[config.mk]
export PLATFORM = sky130hd
export DESIGN_NAME = serv_top
export DESIGN_NICKNAME = d
export VERILOG_FILES = /design/src/serv_pkg.sv /design/src/serv_if.sv /design/src/serv_state.sv /design/src/serv_decode.sv /design/src/serv_alu.sv /design/src/serv_ctrl.sv /design/src/serv_rf.sv /design/src/serv_mem_if.sv /design/src/serv_top.sv
export VERILOG_INCLUDE_DIRS = /design/src
export SDC_FILE = /design/constraint.sdc
export NUM_CORES = 1
export LEC_CHECK = 0
export ABC_AREA = 1
export BUFFER_PORTS_ARGS = -buffer_cell sky130_fd_sc_hd__buf_2
export CORE_ASPECT_RATIO = 1.1
export CORE_UTILIZATION = 65
export CTS_CLUSTER_DIAMETER = 200
export DETAILED_ROUTE_END_ITERATION = 8
export HOLD_SLACK_MARGIN = 0.12
export PLACE_DENSITY = 0.83
export SLEW_MARGIN = 15
export SYNTH_ARGS = -nofsm -noshare
export SYNTH_HDL_FRONTEND = slang
export SYNTH_SLANG_ARGS = --single-unit
[constraint.sdc]
create_clock -name clk -period 51.3 [get_ports clk]
set_clock_uncertainty 0.2 [all_clocks]
set_input_delay 2.565 -clock clk [delete_from_list [all_inputs] [get_ports clk]]
set_output_delay 2.565 -clock clk [all_outputs]
set_load 0.01 [all_outputs]
[src/serv_cfg.svh]
`ifndef SERV_CFG_SVH
`define SERV_CFG_SVH

// Address of the first fetch after reset
`define SERV_RESET_PC 32'h0000_0000

// General registers, x0 included
`define SERV_NREGS 32

`endif

[src/serv_pkg.sv]
package serv_pkg;

   // Operand B source
   typedef enum logic {
      OP_B_RS2 = 1'b0,
      OP_B_IMM = 1'b1
   } op_b_src_t;

   typedef enum logic [2:0] {
      ALU_ADD = 3'd0,
      ALU_SUB = 3'd1,
      ALU_AND = 3'd2,
      ALU_OR  = 3'd3,
      ALU_XOR = 3'd4
   } alu_op_t;

   // Write-back source
   typedef enum logic [1:0] {
      RD_ALU  = 2'd0,
      RD_IMM  = 2'd1,
      RD_LINK = 2'd2,
      RD_MEM  = 2'd3
   } rd_sel_t;

endpackage

[src/serv_if.sv]
`timescale 1ns/1ps

interface serv_cnt_if;
   logic       cnt_en;
   logic [4:0] cnt;
   logic       init;
   logic       cnt_done;

   modport state (output cnt_en, cnt, init, cnt_done);
   modport user  (input cnt_en, cnt, init, cnt_done);
endinterface

interface serv_dec_if import serv_pkg::*; ();
   logic [4:0] rd_addr;
   logic [4:0] rs1_addr;
   logic [4:0] rs2_addr;
   logic       rd_en;
   op_b_src_t  op_b_src;
   alu_op_t    alu_op;
   rd_sel_t    rd_sel;
   logic       imm;
   logic       branch;
   logic       branch_ne;
   logic       jal;
   logic       mem_op;
   logic       mem_we;

   modport dec (output rd_addr, rs1_addr, rs2_addr, rd_en, op_b_src, alu_op, rd_sel,
                imm, branch, branch_ne, jal, mem_op, mem_we);
   modport user (input rd_addr, rs1_addr, rs2_addr, rd_en, op_b_src, alu_op, rd_sel,
                 imm, branch, branch_ne, jal, mem_op, mem_we);
endinterface

[src/serv_state.sv]
`timescale 1ns/1ps

module serv_state (
   input  logic      clk,
   input  logic      i_reset,
   input  logic      i_ibus_ack,
   input  logic      i_dbus_ack,
   serv_dec_if.user  dec,
   serv_cnt_if.state cnt,
   output logic      o_ibus_cyc,
   output logic      o_dbus_cyc,
   output logic      o_load_run
);

   localparam logic [1:0] PH_FETCH = 2'd0;
   localparam logic [1:0] PH_RUN   = 2'd1;
   localparam logic [1:0] PH_DBUS  = 2'd2;
   localparam logic [1:0] PH_LOAD  = 2'd3;

   logic [1:0] phase;
   logic [4:0] bit_cnt;
   logic       running;
   logic       done;

   // Both the main run and the load write-back run clock the datapath
   assign running = (phase == PH_RUN) || (phase == PH_LOAD);
   assign done    = running && (bit_cnt == 5'd31);

   assign o_ibus_cyc = (phase == PH_FETCH);
   assign o_dbus_cyc = (phase == PH_DBUS);
   assign o_load_run = (phase == PH_LOAD);

   assign cnt.cnt_en   = running;
   assign cnt.cnt      = bit_cnt;
   assign cnt.init     = running && (bit_cnt == 5'd0);
   assign cnt.cnt_done = done;

   always_ff @(posedge clk) begin
      if (i_reset) begin
         phase   <= PH_FETCH;
         bit_cnt <= 5'd0;
      end else begin
         // Wraps to zero after bit 31
         if (running)
            bit_cnt <= bit_cnt + 5'd1;
         case (phase)
            PH_FETCH: begin
               if (i_ibus_ack)
                  phase <= PH_RUN;
            end
            PH_RUN: begin
               if (done)
                  phase <= dec.mem_op ? PH_DBUS : PH_FETCH;
            end
            PH_DBUS: begin
               if (i_dbus_ack)
                  phase <= dec.mem_we ? PH_FETCH : PH_LOAD;
            end
            default: begin
               if (done)
                  phase <= PH_FETCH;
            end
         endcase
      end
   end

endmodule

[src/serv_decode.sv]
`timescale 1ns/1ps

module serv_decode import serv_pkg::*; (
   input  logic        clk,
   input  logic        i_reset,
   input  logic [31:0] i_ibus_rdt,
   input  logic        i_ibus_ack,
   serv_cnt_if.user    cnt,
   serv_dec_if.dec     dec
);

   localparam logic [4:0] OPC_LOAD   = 5'b00000;
   localparam logic [4:0] OPC_OPIMM  = 5'b00100;
   localparam logic [4:0] OPC_STORE  = 5'b01000;
   localparam logic [4:0] OPC_OP     = 5'b01100;
   localparam logic [4:0] OPC_LUI    = 5'b01101;
   localparam logic [4:0] OPC_BRANCH = 5'b11000;
   localparam logic [4:0] OPC_JAL    = 5'b11011;

   logic [4:0]  opcode;
   logic [2:0]  funct3;
   logic        funct7_5;
   logic [31:0] imm_sr;
   logic [31:0] imm_word;
   logic [4:0]  new_opc;
   alu_op_t     alu_fn;

   assign new_opc = i_ibus_rdt[6:2];
   assign dec.imm = imm_sr[0];

   // Sign-extended immediate of the incoming word, by format
   always_comb begin
      case (new_opc)
         OPC_LUI:
            imm_word = {i_ibus_rdt[31:12], 12'd0};
         OPC_STORE:
            imm_word = {{21{i_ibus_rdt[31]}}, i_ibus_rdt[30:25], i_ibus_rdt[11:7]};
         OPC_BRANCH:
            imm_word = {{20{i_ibus_rdt[31]}}, i_ibus_rdt[7], i_ibus_rdt[30:25],
                        i_ibus_rdt[11:8], 1'b0};
         OPC_JAL:
            imm_word = {{12{i_ibus_rdt[31]}}, i_ibus_rdt[19:12], i_ibus_rdt[20],
                        i_ibus_rdt[30:21], 1'b0};
         default:
            imm_word = {{21{i_ibus_rdt[31]}}, i_ibus_rdt[30:20]};
      endcase
   end

   always_ff @(posedge clk) begin
      if (i_reset)
         opcode <= OPC_OPIMM;
      else if (i_ibus_ack)
         opcode <= new_opc;
   end

   always_ff @(posedge clk) begin
      if (i_ibus_ack) begin
         funct3       <= i_ibus_rdt[14:12];
         funct7_5     <= i_ibus_rdt[30];
         dec.rd_addr  <= i_ibus_rdt[11:7];
         dec.rs1_addr <= i_ibus_rdt[19:15];
         dec.rs2_addr <= i_ibus_rdt[24:20];
         imm_sr       <= imm_word;
      end else if (cnt.cnt_en) begin
         // Rotate so a second run sees the same immediate
         imm_sr <= {imm_sr[0], imm_sr[31:1]};
      end
   end

   always_comb begin
      case (funct3)
         3'b100:  alu_fn = ALU_XOR;
         3'b110:  alu_fn = ALU_OR;
         3'b111:  alu_fn = ALU_AND;
         default: alu_fn = ALU_ADD;
      endcase
   end

   always_comb begin
      dec.rd_en     = 1'b0;
      dec.op_b_src  = OP_B_IMM;
      dec.alu_op    = ALU_ADD;
      dec.rd_sel    = RD_ALU;
      dec.branch    = 1'b0;
      dec.branch_ne = funct3[0];
      dec.jal       = 1'b0;
      dec.mem_op    = 1'b0;
      dec.mem_we    = 1'b0;
      case (opcode)
         OPC_OP: begin
            dec.rd_en    = 1'b1;
            dec.op_b_src = OP_B_RS2;
            dec.alu_op   = (funct3 == 3'b000 && funct7_5) ? ALU_SUB : alu_fn;
         end
         OPC_OPIMM: begin
            dec.rd_en  = 1'b1;
            dec.alu_op = alu_fn;
         end
         OPC_LUI: begin
            dec.rd_en  = 1'b1;
            dec.rd_sel = RD_IMM;
         end
         OPC_LOAD: begin
            dec.rd_en  = 1'b1;
            dec.rd_sel = RD_MEM;
            dec.mem_op = 1'b1;
         end
         OPC_STORE: begin
            dec.mem_op = 1'b1;
            dec.mem_we = 1'b1;
         end
         OPC_BRANCH: begin
            dec.op_b_src = OP_B_RS2;
            dec.alu_op   = ALU_SUB;
            dec.branch   = 1'b1;
         end
         OPC_JAL: begin
            dec.rd_en  = 1'b1;
            dec.rd_sel = RD_LINK;
            dec.jal    = 1'b1;
         end
         default: begin
            dec.rd_en = 1'b0;
         end
      endcase
   end

endmodule

[src/serv_alu.sv]
`timescale 1ns/1ps

module serv_alu import serv_pkg::*; (
   input  logic     clk,
   input  logic     i_reset,
   input  logic     i_rs1,
   input  logic     i_op_b,
   serv_cnt_if.user cnt,
   serv_dec_if.user dec,
   output logic     o_rd,
   output logic     o_eq
);

   logic sub;
   logic b_in;
   logic carry_in;
   logic carry_q;
   logic sum;
   logic eq_in;
   logic eq_q;

   assign sub  = (dec.alu_op == ALU_SUB);
   assign b_in = i_op_b ^ sub;

   // Bit 0 takes the preset carry, 1 for subtract
   assign carry_in = cnt.init ? sub : carry_q;
   assign sum      = i_rs1 ^ b_in ^ carry_in;

   // Sticky compare, includes the current bit
   assign eq_in = cnt.init ? 1'b1 : eq_q;
   assign o_eq  = eq_in & ~(i_rs1 ^ i_op_b);

   always_comb begin
      case (dec.alu_op)
         ALU_AND: o_rd = i_rs1 & i_op_b;
         ALU_OR:  o_rd = i_rs1 | i_op_b;
         ALU_XOR: o_rd = i_rs1 ^ i_op_b;
         default: o_rd = sum;
      endcase
   end

   always_ff @(posedge clk) begin
      if (i_reset) begin
         carry_q <= 1'b0;
         eq_q    <= 1'b0;
      end else if (cnt.cnt_en) begin
         carry_q <= (i_rs1 & b_in) | (carry_in & (i_rs1 ^ b_in));
         eq_q    <= o_eq;
      end
   end

endmodule

[src/serv_ctrl.sv]
`timescale 1ns/1ps
`include "serv_cfg.svh"

module serv_ctrl (
   input  logic        clk,
   input  logic        i_reset,
   input  logic        i_eq,
   serv_cnt_if.user    cnt,
   serv_dec_if.user    dec,
   output logic        o_link,
   output logic [31:0] o_ibus_adr
);

   logic [31:0] pc;
   logic [30:0] pc4_sr;
   logic [30:0] pcimm_sr;
   logic        four_bit;
   logic        c4_in;
   logic        c4_q;
   logic        ci_in;
   logic        ci_q;
   logic        pc4_bit;
   logic        pcimm_bit;
   logic        take;
   logic        load_addr_run;
   logic        second_q;

   assign four_bit  = (cnt.cnt == 5'd2);
   assign c4_in     = cnt.init ? 1'b0 : c4_q;
   assign ci_in     = cnt.init ? 1'b0 : ci_q;
   assign pc4_bit   = pc[0] ^ four_bit ^ c4_in;
   assign pcimm_bit = pc[0] ^ dec.imm ^ ci_in;

   assign take = dec.jal | (dec.branch & (i_eq ^ dec.branch_ne));

   // First run of a load only forms the address
   assign load_addr_run = dec.mem_op & ~dec.mem_we & ~second_q;

   assign o_link     = pc4_bit;
   assign o_ibus_adr = pc;

   always_ff @(posedge clk) begin
      if (i_reset) begin
         pc       <= `SERV_RESET_PC;
         c4_q     <= 1'b0;
         ci_q     <= 1'b0;
         second_q <= 1'b0;
      end else if (cnt.cnt_en) begin
         c4_q <= (pc[0] & four_bit) | (c4_in & (pc[0] ^ four_bit));
         ci_q <= (pc[0] & dec.imm) | (ci_in & (pc[0] ^ dec.imm));
         if (cnt.cnt_done) begin
            second_q <= load_addr_run;
            if (load_addr_run)
               pc <= {pc[0], pc[31:1]};
            else if (take)
               pc <= {pcimm_bit, pcimm_sr};
            else
               pc <= {pc4_bit, pc4_sr};
         end else begin
            pc <= {pc[0], pc[31:1]};
         end
      end
   end

   // Bits 0..30 of both candidates, top bit joins at cnt_done
   always_ff @(posedge clk) begin
      if (cnt.cnt_en) begin
         pc4_sr   <= {pc4_bit, pc4_sr[30:1]};
         pcimm_sr <= {pcimm_bit, pcimm_sr[30:1]};
      end
   end

endmodule

[src/serv_rf.sv]
`timescale 1ns/1ps
`include "serv_cfg.svh"

module serv_rf (
   input  logic     clk,
   input  logic     i_reset,
   input  logic     i_rd,
   serv_cnt_if.user cnt,
   serv_dec_if.user dec,
   output logic     o_rs1,
   output logic     o_rs2
);

   logic [31:0]            regs [1:`SERV_NREGS-1];
   logic [`SERV_NREGS-1:0] lsbs;
   logic                   load_addr_run;
   logic                   second_q;
   logic                   wen;

   // No write while a load is still forming its address
   assign load_addr_run = dec.mem_op & ~dec.mem_we & ~second_q;
   assign wen = cnt.cnt_en & dec.rd_en & (dec.rd_addr != 5'd0) & ~load_addr_run;

   // x0 reads as zero
   always_comb begin
      lsbs[0] = 1'b0;
      for (int i = 1; i < `SERV_NREGS; i++)
         lsbs[i] = regs[i][0];
   end

   assign o_rs1 = lsbs[dec.rs1_addr];
   assign o_rs2 = lsbs[dec.rs2_addr];

   always_ff @(posedge clk) begin
      if (i_reset)
         second_q <= 1'b0;
      else if (cnt.cnt_done)
         second_q <= load_addr_run;
   end

   // Every register rotates once per bit, rd takes the new bit instead
   always_ff @(posedge clk) begin
      if (cnt.cnt_en) begin
         for (int i = 1; i < `SERV_NREGS; i++) begin
            if (wen && (dec.rd_addr == 5'(i)))
               regs[i] <= {i_rd, regs[i][31:1]};
            else
               regs[i] <= {regs[i][0], regs[i][31:1]};
         end
      end
   end

endmodule

[src/serv_mem_if.sv]
`timescale 1ns/1ps

module serv_mem_if (
   input  logic        clk,
   input  logic        i_reset,
   input  logic        i_addr_bit,
   input  logic        i_rs2,
   input  logic [31:0] i_dbus_rdt,
   input  logic        i_dbus_ack,
   serv_cnt_if.user    cnt,
   serv_dec_if.user    dec,
   output logic [31:0] o_dbus_adr,
   output logic [31:0] o_dbus_dat,
   output logic [3:0]  o_dbus_sel,
   output logic        o_dbus_we,
   output logic        o_rd
);

   logic [31:0] adr_sr;
   logic [31:0] dat_sr;
   logic [31:0] rdt_sr;
   logic        rdt_valid;

   assign o_dbus_adr = {adr_sr[31:2], 2'b00};
   assign o_dbus_dat = dat_sr;
   assign o_dbus_sel = 4'b1111;
   assign o_dbus_we  = dec.mem_we;
   assign o_rd       = rdt_valid & rdt_sr[0];

   // Address and store data, frozen during the load write-back run
   always_ff @(posedge clk) begin
      if (cnt.cnt_en && dec.mem_op && !rdt_valid) begin
         adr_sr <= {i_addr_bit, adr_sr[31:1]};
         dat_sr <= {i_rs2, dat_sr[31:1]};
      end
   end

   always_ff @(posedge clk) begin
      if (i_dbus_ack && !dec.mem_we)
         rdt_sr <= i_dbus_rdt;
      else if (cnt.cnt_en)
         rdt_sr <= {1'b0, rdt_sr[31:1]};
   end

   always_ff @(posedge clk) begin
      if (i_reset)
         rdt_valid <= 1'b0;
      else if (i_dbus_ack && !dec.mem_we)
         rdt_valid <= 1'b1;
      else if (cnt.cnt_done)
         rdt_valid <= 1'b0;
   end

endmodule

[src/serv_top.sv]
`timescale 1ns/1ps

module serv_top import serv_pkg::*; (
   input  logic        clk,
   input  logic        i_reset,
   input  logic [31:0] i_ibus_rdt,
   input  logic        i_ibus_ack,
   input  logic [31:0] i_dbus_rdt,
   input  logic        i_dbus_ack,
   output logic [31:0] o_ibus_adr,
   output logic        o_ibus_cyc,
   output logic [31:0] o_dbus_adr,
   output logic [31:0] o_dbus_dat,
   output logic [3:0]  o_dbus_sel,
   output logic        o_dbus_we,
   output logic        o_dbus_cyc
);

   logic load_run;
   logic rs1;
   logic rs2;
   logic op_b;
   logic alu_rd;
   logic alu_eq;
   logic link;
   logic mem_rd;
   logic rd;

   serv_cnt_if cnt_bus ();
   serv_dec_if dec_bus ();

   assign op_b = (dec_bus.op_b_src == OP_B_IMM) ? dec_bus.imm : rs2;

   // Write-back mux
   always_comb begin
      case (dec_bus.rd_sel)
         RD_IMM:  rd = dec_bus.imm;
         RD_LINK: rd = link;
         RD_MEM:  rd = load_run & mem_rd;
         default: rd = alu_rd;
      endcase
   end

   serv_state u_state (
      .clk        (clk),
      .i_reset    (i_reset),
      .i_ibus_ack (i_ibus_ack),
      .i_dbus_ack (i_dbus_ack),
      .dec        (dec_bus),
      .cnt        (cnt_bus),
      .o_ibus_cyc (o_ibus_cyc),
      .o_dbus_cyc (o_dbus_cyc),
      .o_load_run (load_run)
   );

   serv_decode u_decode (
      .clk        (clk),
      .i_reset    (i_reset),
      .i_ibus_rdt (i_ibus_rdt),
      .i_ibus_ack (o_ibus_cyc & i_ibus_ack),
      .cnt        (cnt_bus),
      .dec        (dec_bus)
   );

   serv_alu u_alu (
      .clk     (clk),
      .i_reset (i_reset),
      .i_rs1   (rs1),
      .i_op_b  (op_b),
      .cnt     (cnt_bus),
      .dec     (dec_bus),
      .o_rd    (alu_rd),
      .o_eq    (alu_eq)
   );

   serv_ctrl u_ctrl (
      .clk        (clk),
      .i_reset    (i_reset),
      .i_eq       (alu_eq),
      .cnt        (cnt_bus),
      .dec        (dec_bus),
      .o_link     (link),
      .o_ibus_adr (o_ibus_adr)
   );

   serv_rf u_rf (
      .clk     (clk),
      .i_reset (i_reset),
      .i_rd    (rd),
      .cnt     (cnt_bus),
      .dec     (dec_bus),
      .o_rs1   (rs1),
      .o_rs2   (rs2)
   );

   serv_mem_if u_mem_if (
      .clk        (clk),
      .i_reset    (i_reset),
      .i_addr_bit (alu_rd),
      .i_rs2      (rs2),
      .i_dbus_rdt (i_dbus_rdt),
      .i_dbus_ack (o_dbus_cyc & i_dbus_ack),
      .cnt        (cnt_bus),
      .dec        (dec_bus),
      .o_dbus_adr (o_dbus_adr),
      .o_dbus_dat (o_dbus_dat),
      .o_dbus_sel (o_dbus_sel),
      .o_dbus_we  (o_dbus_we),
      .o_rd       (mem_rd)
   );

endmodule

==> summary.txt, run 1 <==
Worst setup path
  – R2R setup slack: 46.85 ns
  – Maximum fanout along the worst path: 51
  – CP Data Arrival Time: 2.87 ns
  – Max stage delay on crit path: 0.84 ns
  – CP startpoint kind: register
  – R2R Path Start: u_decode.dec.rs2_addr[0]
  – CP startpoint: u_state.phase[0]
  – Reg2Reg Depth: 16
  – Critical path's slowest cell: clkinv_2
  – Setup crit end kind: output port
  – Critical Path End: o_dbus_cyc
  – Kind of cell adding the most delay to the critical path: buffers and inverters
  – CP bufs+invs: 3
  – Critical-path cell list: clkinv_2, nand2_2, inv_1, buf_2
  – Kind of critical path: register to output port
  – Worst reg2reg endpoint: u_rf.regs[0][447]
  – Worst Path Required: 48.53 ns
  – CP Depth: 4

Global routing
  – Vias in the first global route: 20000
  – First-pass GRT wire length: 120000 µm
  – Largest net degree at the start of global routing: 237
  – Initial antenna violation count: 9
  – Total gr overflow: 0
  – GRT Util Overall: 24.2%

Floorplan
  – Core area: 64000 µm²
  – I/O Pins: 171
  – Die area: 66100 µm²
  – # rows: 97
  – Die Wd: 245 µm
  – Die height: 270 µm
  – Initial Utilization: 66.1%

Power
  – Peak supply drop: 0.0412 mV
  – Leak: 0.0165 µW
  – Sequential share of power: 57.6%
  – Internal power: 1710 µW
  – NetSw: 496 µW
  – Power Dens Cells: 46.6 nW/µm²
  – Logic pwr share: 5.5%
  – Clock power frac: 36.9%
  – Sw Ratio: 22.4%

Finish
  – # nets final: 2573
  – Fin cells: 3428
  – Share of post-route cells with drive strength above 1: 16.2%
  – Syn-to-layout area delta: 12.1%
  – Finished Cell Area: 47400 µm²

Drt
  – Wirelength per Cell: 23.4 µm
  – DR vias: 20400
  – Length of the first detailed-routing pass in iterations: 6
  – Routed Antenna Nets: 0
  – Total Wirelength: 80200 µm
  – DRC: 0
  – Via/cell ratio: 5.96
  – Iteration-0 DRC Markers: 2412

Yosys
  – Distinct cells, synth: 40
  – Post-synth ARST share: 0%
  – Synthesized cell area: 42300 µm²
  – Number of synthesized register bits: 1250
  – Top-count cell post-synth: edfxtp_1
  – Gate Count Post-Synth: 2278
  – Area leader, netlist: edfxtp_1
  – Top cell type's share of synthesized area: 85.1%
  – Synth cell count leaders: edfxtp_1 (1199), nand2_1 (230), nor2_1 (223), nand3_1 (154), inv_1 (69)
  – Synth warnings: 0
  – Synth top area cells: edfxtp_1 (85%), dfxtp_1 (2.4%), nand2_1 (2.0%)
  – Post-synth EDFFs: 1199
  – Syn Area/Cell: 18.6 µm²
  – Sequential share of the synthesized area: 87.5%
  – Main flop type after synthesis: edfxtp_1

Run
  – Total of max-cap violations: 0

Timing
  – Unrepaired setup endpoints after global routing: no
  – Slew @ Worst Pin: 1.14 ns
  – Period minus WS final: 5.64 ns
  – Slew Viols, Final: 0
  – Achievable Freq: 177 MHz
  – Relative slew margins: 24.0%
  – Sum Neg Setup Slack: 0 ns
  – Final Hold Viols: 0
  – Final setup fails: 0
  – Final period utilization: 11.0%
  – Final worst slack: 45.66 ns

CTS
  – Setup bufs post-CTS: 0
  – Htree depth: 3
  – CTS Buffer Depth: 3
  – Clock sinks: 1250
  – CTS buffer count: 112
  – Resized cells post-CTS: 0
  – CTS tree: built
  – Clk slew on worst S/H paths: 0.06 ns
  – CTS Root Cell: clkbuf_16
  – Worst-skew pair later-pin latency: 0.67 ns
  – Hold buffer count at cts: 0

Place
  – DP Worst Slack: 46.28 ns
  – Placed standard-cell area: 43800 µm²
  – Detailed placement HPWL: 39700 µm
  – Port Buf Inserts: 162
  – Routability cong.: 0.860
  – Dpl cells: 3220

Worst hold path
  – HP Class: register to register
  – Min-delay src: u_rf.regs[1][324]
  – Min-Delay Path Depth: 0

Run status
  – Outcome: completed
-- cell families after synthesis --
group | count (synthesis) | synth area share (%)
other cells | 2 | 0.0178
compound gates | 158 | 2.37
simple gates | 673 | 7.08
mux | 31 | 0.825
flops | 1250 | 87.5
buf+inv | 155 | 1.85
fa+ha+maj | 9 | 0.319
-- cells in the final DEF (no fill, tap or decap), types with 19 or more instances in the layout --
master,n
inv_1,69
a21boi_0,19
nor2_1,222
a21oi_1,23
clkinv_2,26
edfxtp_1,1199
clkbuf_1,19
dfxtp_1,50
clkinv_1,19
nand3_2,22
clkbuf_16,112
nand3_1,154
o31ai_1,31
o21ai_0,38
buf_2,162
nand2_1,229
mux2_2,24
-- metrics by stage --
| step | power [µW] | hold slack, ns | util, % |
|---|---|---|---|
| 4_1_cts | 2220 | 0.202 | 74.0 |
| 3_5_place_dp | 1400 | 0.205 | 68.5 |
| 2_1_floorplan | 1460 | 0.200 | - |
| 5_1_grt | 2280 | 0.207 | 74.2 |
| 3_3_place_gp | 1390 | 0.201 | 68.5 |
| 6_report | 2210 | 0.212 | 74.2 |
-- sequential cells by signal, indices dropped and copies added, names as in the netlist, 2 cells and up --
name and cells:
u_decode.dec.rs1_addr 5, u_state.phase 2, u_decode.dec.rs2_addr 5, u_decode.imm_sr 32, u_ctrl.pcimm_sr 31, u_mem_if.o_dbus_dat 32, u_decode.funct3 3, u_ctrl.pc4_sr 31
u_ctrl.o_ibus_adr 32, u_decode.opcode 5, u_rf.regs 992, u_mem_if.rdt_sr 32, u_decode.dec.rd_addr 5, u_state.cnt.cnt 5, u_mem_if.adr_sr 30
-- worst min path at each step --
stage,end,slack [ns]
2_1_floorplan,u_rf.regs[0][100],0.20
3_3_place_gp,u_rf.regs[1][508],0.20
3_5_place_dp,u_rf.regs[0][114],0.20
4_1_cts,u_rf.regs[1][250],0.20
5_1_grt,u_rf.regs[0][349],0.21
6_report,u_rf.regs[1][323],0.21
-- layout make-up --
class                      instances  area (µm²)
fill                            3307       16500
clock buffer                     132        2890
clock inverter                    67         608
antenna                            6        15.0
sequential                      1250       37000
tap                              841        1050
timing repair buffer             180        1040
multi-input combinational        877        4520
inverter                          75         283
-- power by group through the flow --
stage	Clock [µW]	Combinational [µW]	Sequential, µW
floorplan	0	83.0	1380
global placement	0	109	1280
detailed placement	0	115	1290
CTS	827	118	1270
global route	866	132	1280
finish	816	121	1270
-- metal layers --
metal	GRT usage [%]	routed length [µm]
met1	32.4	31500
met2	40.1	40300
met3	4.31	5590
met4	9.03	2830
met5	0	60
(Power assumes the default switching activity.)
==> run 2: changes to the inputs <==
--- a/config.mk
+++ b/config.mk
@@ -9,11 +9,11 @@
 export ABC_AREA = 1
 export BUFFER_PORTS_ARGS = -buffer_cell sky130_fd_sc_hd__buf_2
 export CORE_ASPECT_RATIO = 1.1
-export CORE_UTILIZATION = 65
+export CORE_UTILIZATION = 61
 export CTS_CLUSTER_DIAMETER = 200
 export DETAILED_ROUTE_END_ITERATION = 8
 export HOLD_SLACK_MARGIN = 0.12
-export PLACE_DENSITY = 0.83
+export PLACE_DENSITY = 0.79
 export SLEW_MARGIN = 15
 export SYNTH_ARGS = -nofsm -noshare
 export SYNTH_HDL_FRONTEND = slang
==> constraint.sdc (replaced) <==
create_clock -name clk -period 5.41 [get_ports clk]
set_clock_uncertainty 0.2 [all_clocks]
set_input_delay 0.2705 -clock clk [delete_from_list [all_inputs] [get_ports clk]]
set_output_delay 0.2705 -clock clk [all_outputs]
set_load 0.01 [all_outputs]
==> summary.txt, run 2 (synthesis gave the netlist of run 1 again) <==
Run status
  – Outcome: completed

Floorplan
  – # rows: 100
  – Die Wd: 253 µm
  – Initial Utilization: 62.1%
  – Die area: 70400 µm²
  – Die height: 278 µm
  – I/O Pins: 171
  – Core area: 68100 µm²

Timing
  – Period minus WS final: 4.19 ns
  – Slew Viols, Final: 0
  – Final setup fails: 0
  – Final Hold Viols: 0
  – Sum Neg Setup Slack: 0 ns
  – Achievable Freq: 238 MHz
  – Unrepaired setup endpoints after global routing: no
  – Final period utilization: 77.5%
  – Relative slew margins: 15.7%
  – Slew @ Worst Pin: 1.26 ns
  – WHS: 0.179 ns

CTS
  – CTS Root Cell: clkbuf_16
  – Htree depth: 3
  – Worst-skew pair later-pin latency: 0.69 ns
  – Clock sinks: 1250
  – CTS tree: built
  – CTS buffer count: 114
  – CTS Buffer Depth: 3
  – Clk slew on worst S/H paths: 0.07 ns

Worst setup path
  – Setup crit end kind: register
  – Critical path's slowest cell: nand4_2
  – Max stage delay on crit path: 0.78 ns
  – CP startpoint kind: register
  – Cell mode on critical path: nand2_1
  – Critical-path cell list: inv_1, o21ai_0, o22ai_1, o211ai_1, nand2_1, nand2_1, nand2_1, fa_1, nand2_1, nand4_2, nand3_1, nand2_1
  – Reg2Reg Depth: 12
  – Kind of critical path: register to register
  – Maximum fanout along the worst path: 31
  – Worst Path Required: 5.63 ns
  – CP Data Arrival Time: 4.42 ns

Place
  – Routability cong.: 0.828
  – Detailed placement HPWL: 37300 µm
  – Dpl cells: 3296
  – Port Buf Inserts: 162

Drt
  – DR vias: 20000
  – Length of the first detailed-routing pass in iterations: 6
  – Iteration-0 DRC Markers: 1866
  – Via/cell ratio: 5.59
  – Total Wirelength: 75300 µm
  – Wirelength per Cell: 21.0 µm
  – DRC: 0
  – Routed Antenna Nets: 0

Finish
  – Most frequent cells in the layout: edfxtp_1 (1199), nand2_1 (229), nor2_1 (222), buf_2 (162), nand3_1 (154)
  – Max FFs per register: 992
  – Syn-to-layout area delta: 15.1%
  – Fin cells: 3586
  – Biggest register: u_rf.regs
  – Share of post-route cells with drive strength above 1: 16.3%
  – # nets final: 2646
  – Most common cell after layout, fill and taps aside: edfxtp_1

Global routing
  – First-pass GRT wire length: 115000 µm
  – Largest net degree at the start of global routing: 234
  – GRT Util Overall: 21.7%
  – Total gr overflow: 0
  – Vias in the first global route: 19800
  – Initial antenna violation count: 4

Run
  – Total of max-cap violations: 0

Power
  – Power Dens Cells: 445 nW/µm²
  – Peak supply drop: 0.384 mV
  – Leak: 0.0170 µW
  – Total power: 21700 µW

Worst hold path
  – HP Class: input pin to register
  – Min-Delay Path Depth: 2
-- run 2: critical path: cells and delay by family (launching register included) --
kind            cells  cell delay (ns)
simple gates        7             1.61
fa+ha+maj           1             0.52
compound gates      3             0.62
buf+inv             1             0.34
flops               1             0.66
-- run 2: what timing repair did --
item / CTS / global route
buffers inserted: 0 / 0
hold buffers: 75 / 0
endpoints found under the hold margin: 126 / 0
resized for setup: 0 / 0
-- run 2: through the flow --
step	setup WS [ns]	instance area [µm²]	utilization [%]
3_3_place_gp	1.46	44000	64.6
2_1_floorplan	1.43	42300	-
6_report	1.22	48700	71.5
5_1_grt	0.849	48700	71.5
4_1_cts	1.28	48700	71.5
3_5_place_dp	1.33	44000	64.6
-- run 2: final timing paths --
| check | from | end | slack, ns |
|---|---|---|---|
| min | i_ibus_rdt[8] | u_decode.dec.rd_addr[1] | 0.18 |
| min reg2reg | u_rf.regs[0][93] | u_rf.regs[0][92] | 0.20 |
| max | u_decode.dec.rs1_addr[0] | u_rf.regs[1][447] | 1.22 |
| max reg2reg | u_decode.dec.rs1_addr[0] | u_rf.regs[1][447] | 1.22 |
-- run 2: metal layers --
metal  vias to the layer above  share of wire, %  wire length, µm  GRT usage [%]
li1                       9092                 -                -              -
met1                     10000                42            31300           30.1
met2                       777                50            37700           35.6
met3                       149               5.7             4290           3.68
met4                         4               2.6             1960           7.06
met5                         -             0.036               27              0
-- run 2: area by class of cell --
cell class | instances | area, µm²
flip-flops and latches | 1250 | 37000
fillers | 3926 | 19400
multi-input cells | 877 | 4530
clock buffers | 125 | 2920
repair buffers | 251 | 1730
well taps | 918 | 1150
clock inverters | 89 | 1060
inverters | 75 | 283
diodes | 1 | 2.50
-- run 2: power breakdown --
part	internal [µW]	leakage [µW]	switching [µW]
combinational	304	0.00342	831
clock	4920	0.00194	3550
sequential	11700	0.0116	359
==> run 3: changes to the inputs <==
==> constraint.sdc (replaced) <==
create_clock -name clk -period 3.9 [get_ports clk]
set_clock_uncertainty 0.2 [all_clocks]
set_input_delay 0.195 -clock clk [delete_from_list [all_inputs] [get_ports clk]]
set_output_delay 0.195 -clock clk [all_outputs]
set_load 0.01 [all_outputs]
==> summary.txt, run 3 (synthesis gave the netlist of run 1 again) <==
Run status
  – Outcome: completed

Place
  – Port Buf Inserts: 162
  – Routability cong.: 0.860
  – Detailed placement HPWL: 37000 µm
  – Placed standard-cell area: 44000 µm²

Finish
  – Syn-to-layout area delta: 16.0%
  – Most common cell after layout, fill and taps aside: edfxtp_1
  – Finished Cell Area: 49100 µm²
  – Max FFs per register: 992
  – Final Util: 72.1%
  – Most frequent cells in the layout: edfxtp_1 (1199), nand2_1 (229), nor2_1 (222), buf_2 (162), nand3_1 (154)
  – # nets final: 2701
  – Biggest register: u_rf.regs
  – Share of post-route cells with drive strength above 1: 15.7%

Floorplan
  – Die height: 278 µm
  – # rows: 100
  – Core area: 68100 µm²
  – I/O Pins: 171
  – Die Wd: 253 µm
  – Die area: 70400 µm²
  – Initial Utilization: 62.1%

Worst hold path
  – HP Class: input pin to register
  – Min-delay src: i_ibus_rdt[19]
  – Hold Crit Endpoint: u_decode.dec.rs1_addr[4]
  – Min-Delay Path Depth: 2

Power
  – Power Dens Cells: 607 nW/µm²
  – Total power: 29800 µW
  – Peak supply drop: 0.592 mV
  – Leak: 0.0171 µW

Drt
  – Routed Antenna Nets: 0
  – Via/cell ratio: 5.69
  – DRC: 0
  – Wirelength per Cell: 21.5 µm
  – Length of the first detailed-routing pass in iterations: 7
  – DR vias: 20700
  – Iteration-0 DRC Markers: 2316
  – Total Wirelength: 78200 µm

CTS
  – Worst-skew pair later-pin latency: 0.69 ns
  – CTS Buffer Depth: 3
  – CTS buffer count: 113
  – CTS tree: built
  – Htree depth: 3
  – Clk slew on worst S/H paths: 0.07 ns
  – Clock sinks: 1250
  – CTS Root Cell: clkbuf_16

Worst setup path
  – R2R Path Start: u_state.phase[0]
  – Maximum fanout along the worst path: 66
  – Worst reg2reg endpoint: u_decode.imm_sr[7]
  – Worst Path Required: 4.28 ns
  – Kind of critical path: register to register
  – Setup crit end kind: register
  – CP Data Arrival Time: 4.02 ns
  – Reg2Reg Depth: 9
  – CP startpoint kind: register
  – R2R setup slack: 0.26 ns

Timing
  – Period minus WS final: 3.64 ns
  – Relative slew margins: 28.5%
  – WHS: 0.171 ns
  – Final Hold Viols: 0
  – Sum Neg Setup Slack: 0 ns
  – Unrepaired setup endpoints after global routing: no
  – Final setup fails: 0
  – Slew @ Worst Pin: 1.07 ns
  – Slew Viols, Final: 0
  – Final period utilization: 93.3%
  – Achievable Freq: 275 MHz

Global routing
  – GRT Util Overall: 22.7%
  – Largest net degree at the start of global routing: 220
  – First-pass GRT wire length: 120000 µm
  – Total gr overflow: 0
  – Vias in the first global route: 20700
  – Initial antenna violation count: 5

Run
  – Total of max-cap violations: 0
## run 3: worst max-delay path by stage
stage,start,to,depth (start not counted)
2_1_floorplan,u_state.phase[0],u_ctrl.pc4_sr[0],2
3_3_place_gp,u_decode.dec.rs2_addr[1],u_rf.regs[1][95],16
3_5_place_dp,u_decode.dec.rs1_addr[0],u_ctrl.o_ibus_adr[16],16
4_1_cts,u_state.phase[0],u_decode.imm_sr[6],9
5_1_grt,u_decode.dec.rs2_addr[0],u_ctrl.o_ibus_adr[1],18
6_report,u_state.phase[0],u_decode.imm_sr[7],9
## run 3: where the power goes
| part | internal [µW] | switching [µW] |
|---|---|---|
| clock network | 6420 | 4910 |
| registers | 16200 | 497 |
| logic | 490 | 1210 |
## run 3: routing by layer
layer	routed length [µm]	track usage, %
met1	30800	30.4
met2	38700	36.7
met3	5530	4.09
met4	3130	10.1
met5	14	0
## run 3: worst max-delay path, cell delays in order (launching register included)
cell and delay, ns:
dfxtp_4 0.48, clkinv_2 0.11, buf_4 0.46, nand2_1 0.22
nor2_4 0.22, buf_6 0.47, nand3_1 0.14, dlygate4sd3_1 0.60
nand2_1 0.08, dlygate4sd3_1 0.53
## run 3: timing repair
item	in CTS	in global routing
hold buffers	124	0
endpoints found under the hold margin	124	0
setup buffers	0	0
resized for setup	0	1
setup endpoints to repair	0	3
## run 3: per-stage QoR
step / std cells / worst slack (ns)
finish: 3640 / 0.262
global route: 3639 / 0.0390
CTS: 3636 / 0.270
detailed placement: 3303 / 0.539
global placement: 3303 / 0.589
floorplan: 2282 / 0.113
## run 3: final cells by class
class,count,area [µm²]
antenna,4,10.0
clock buffer,133,2900
clock inverter,76,870
fill,3831,19000
inverter,75,283
multi-input combinational,877,4530
sequential,1250,37000
tap,918,1150
timing repair buffer,307,2300
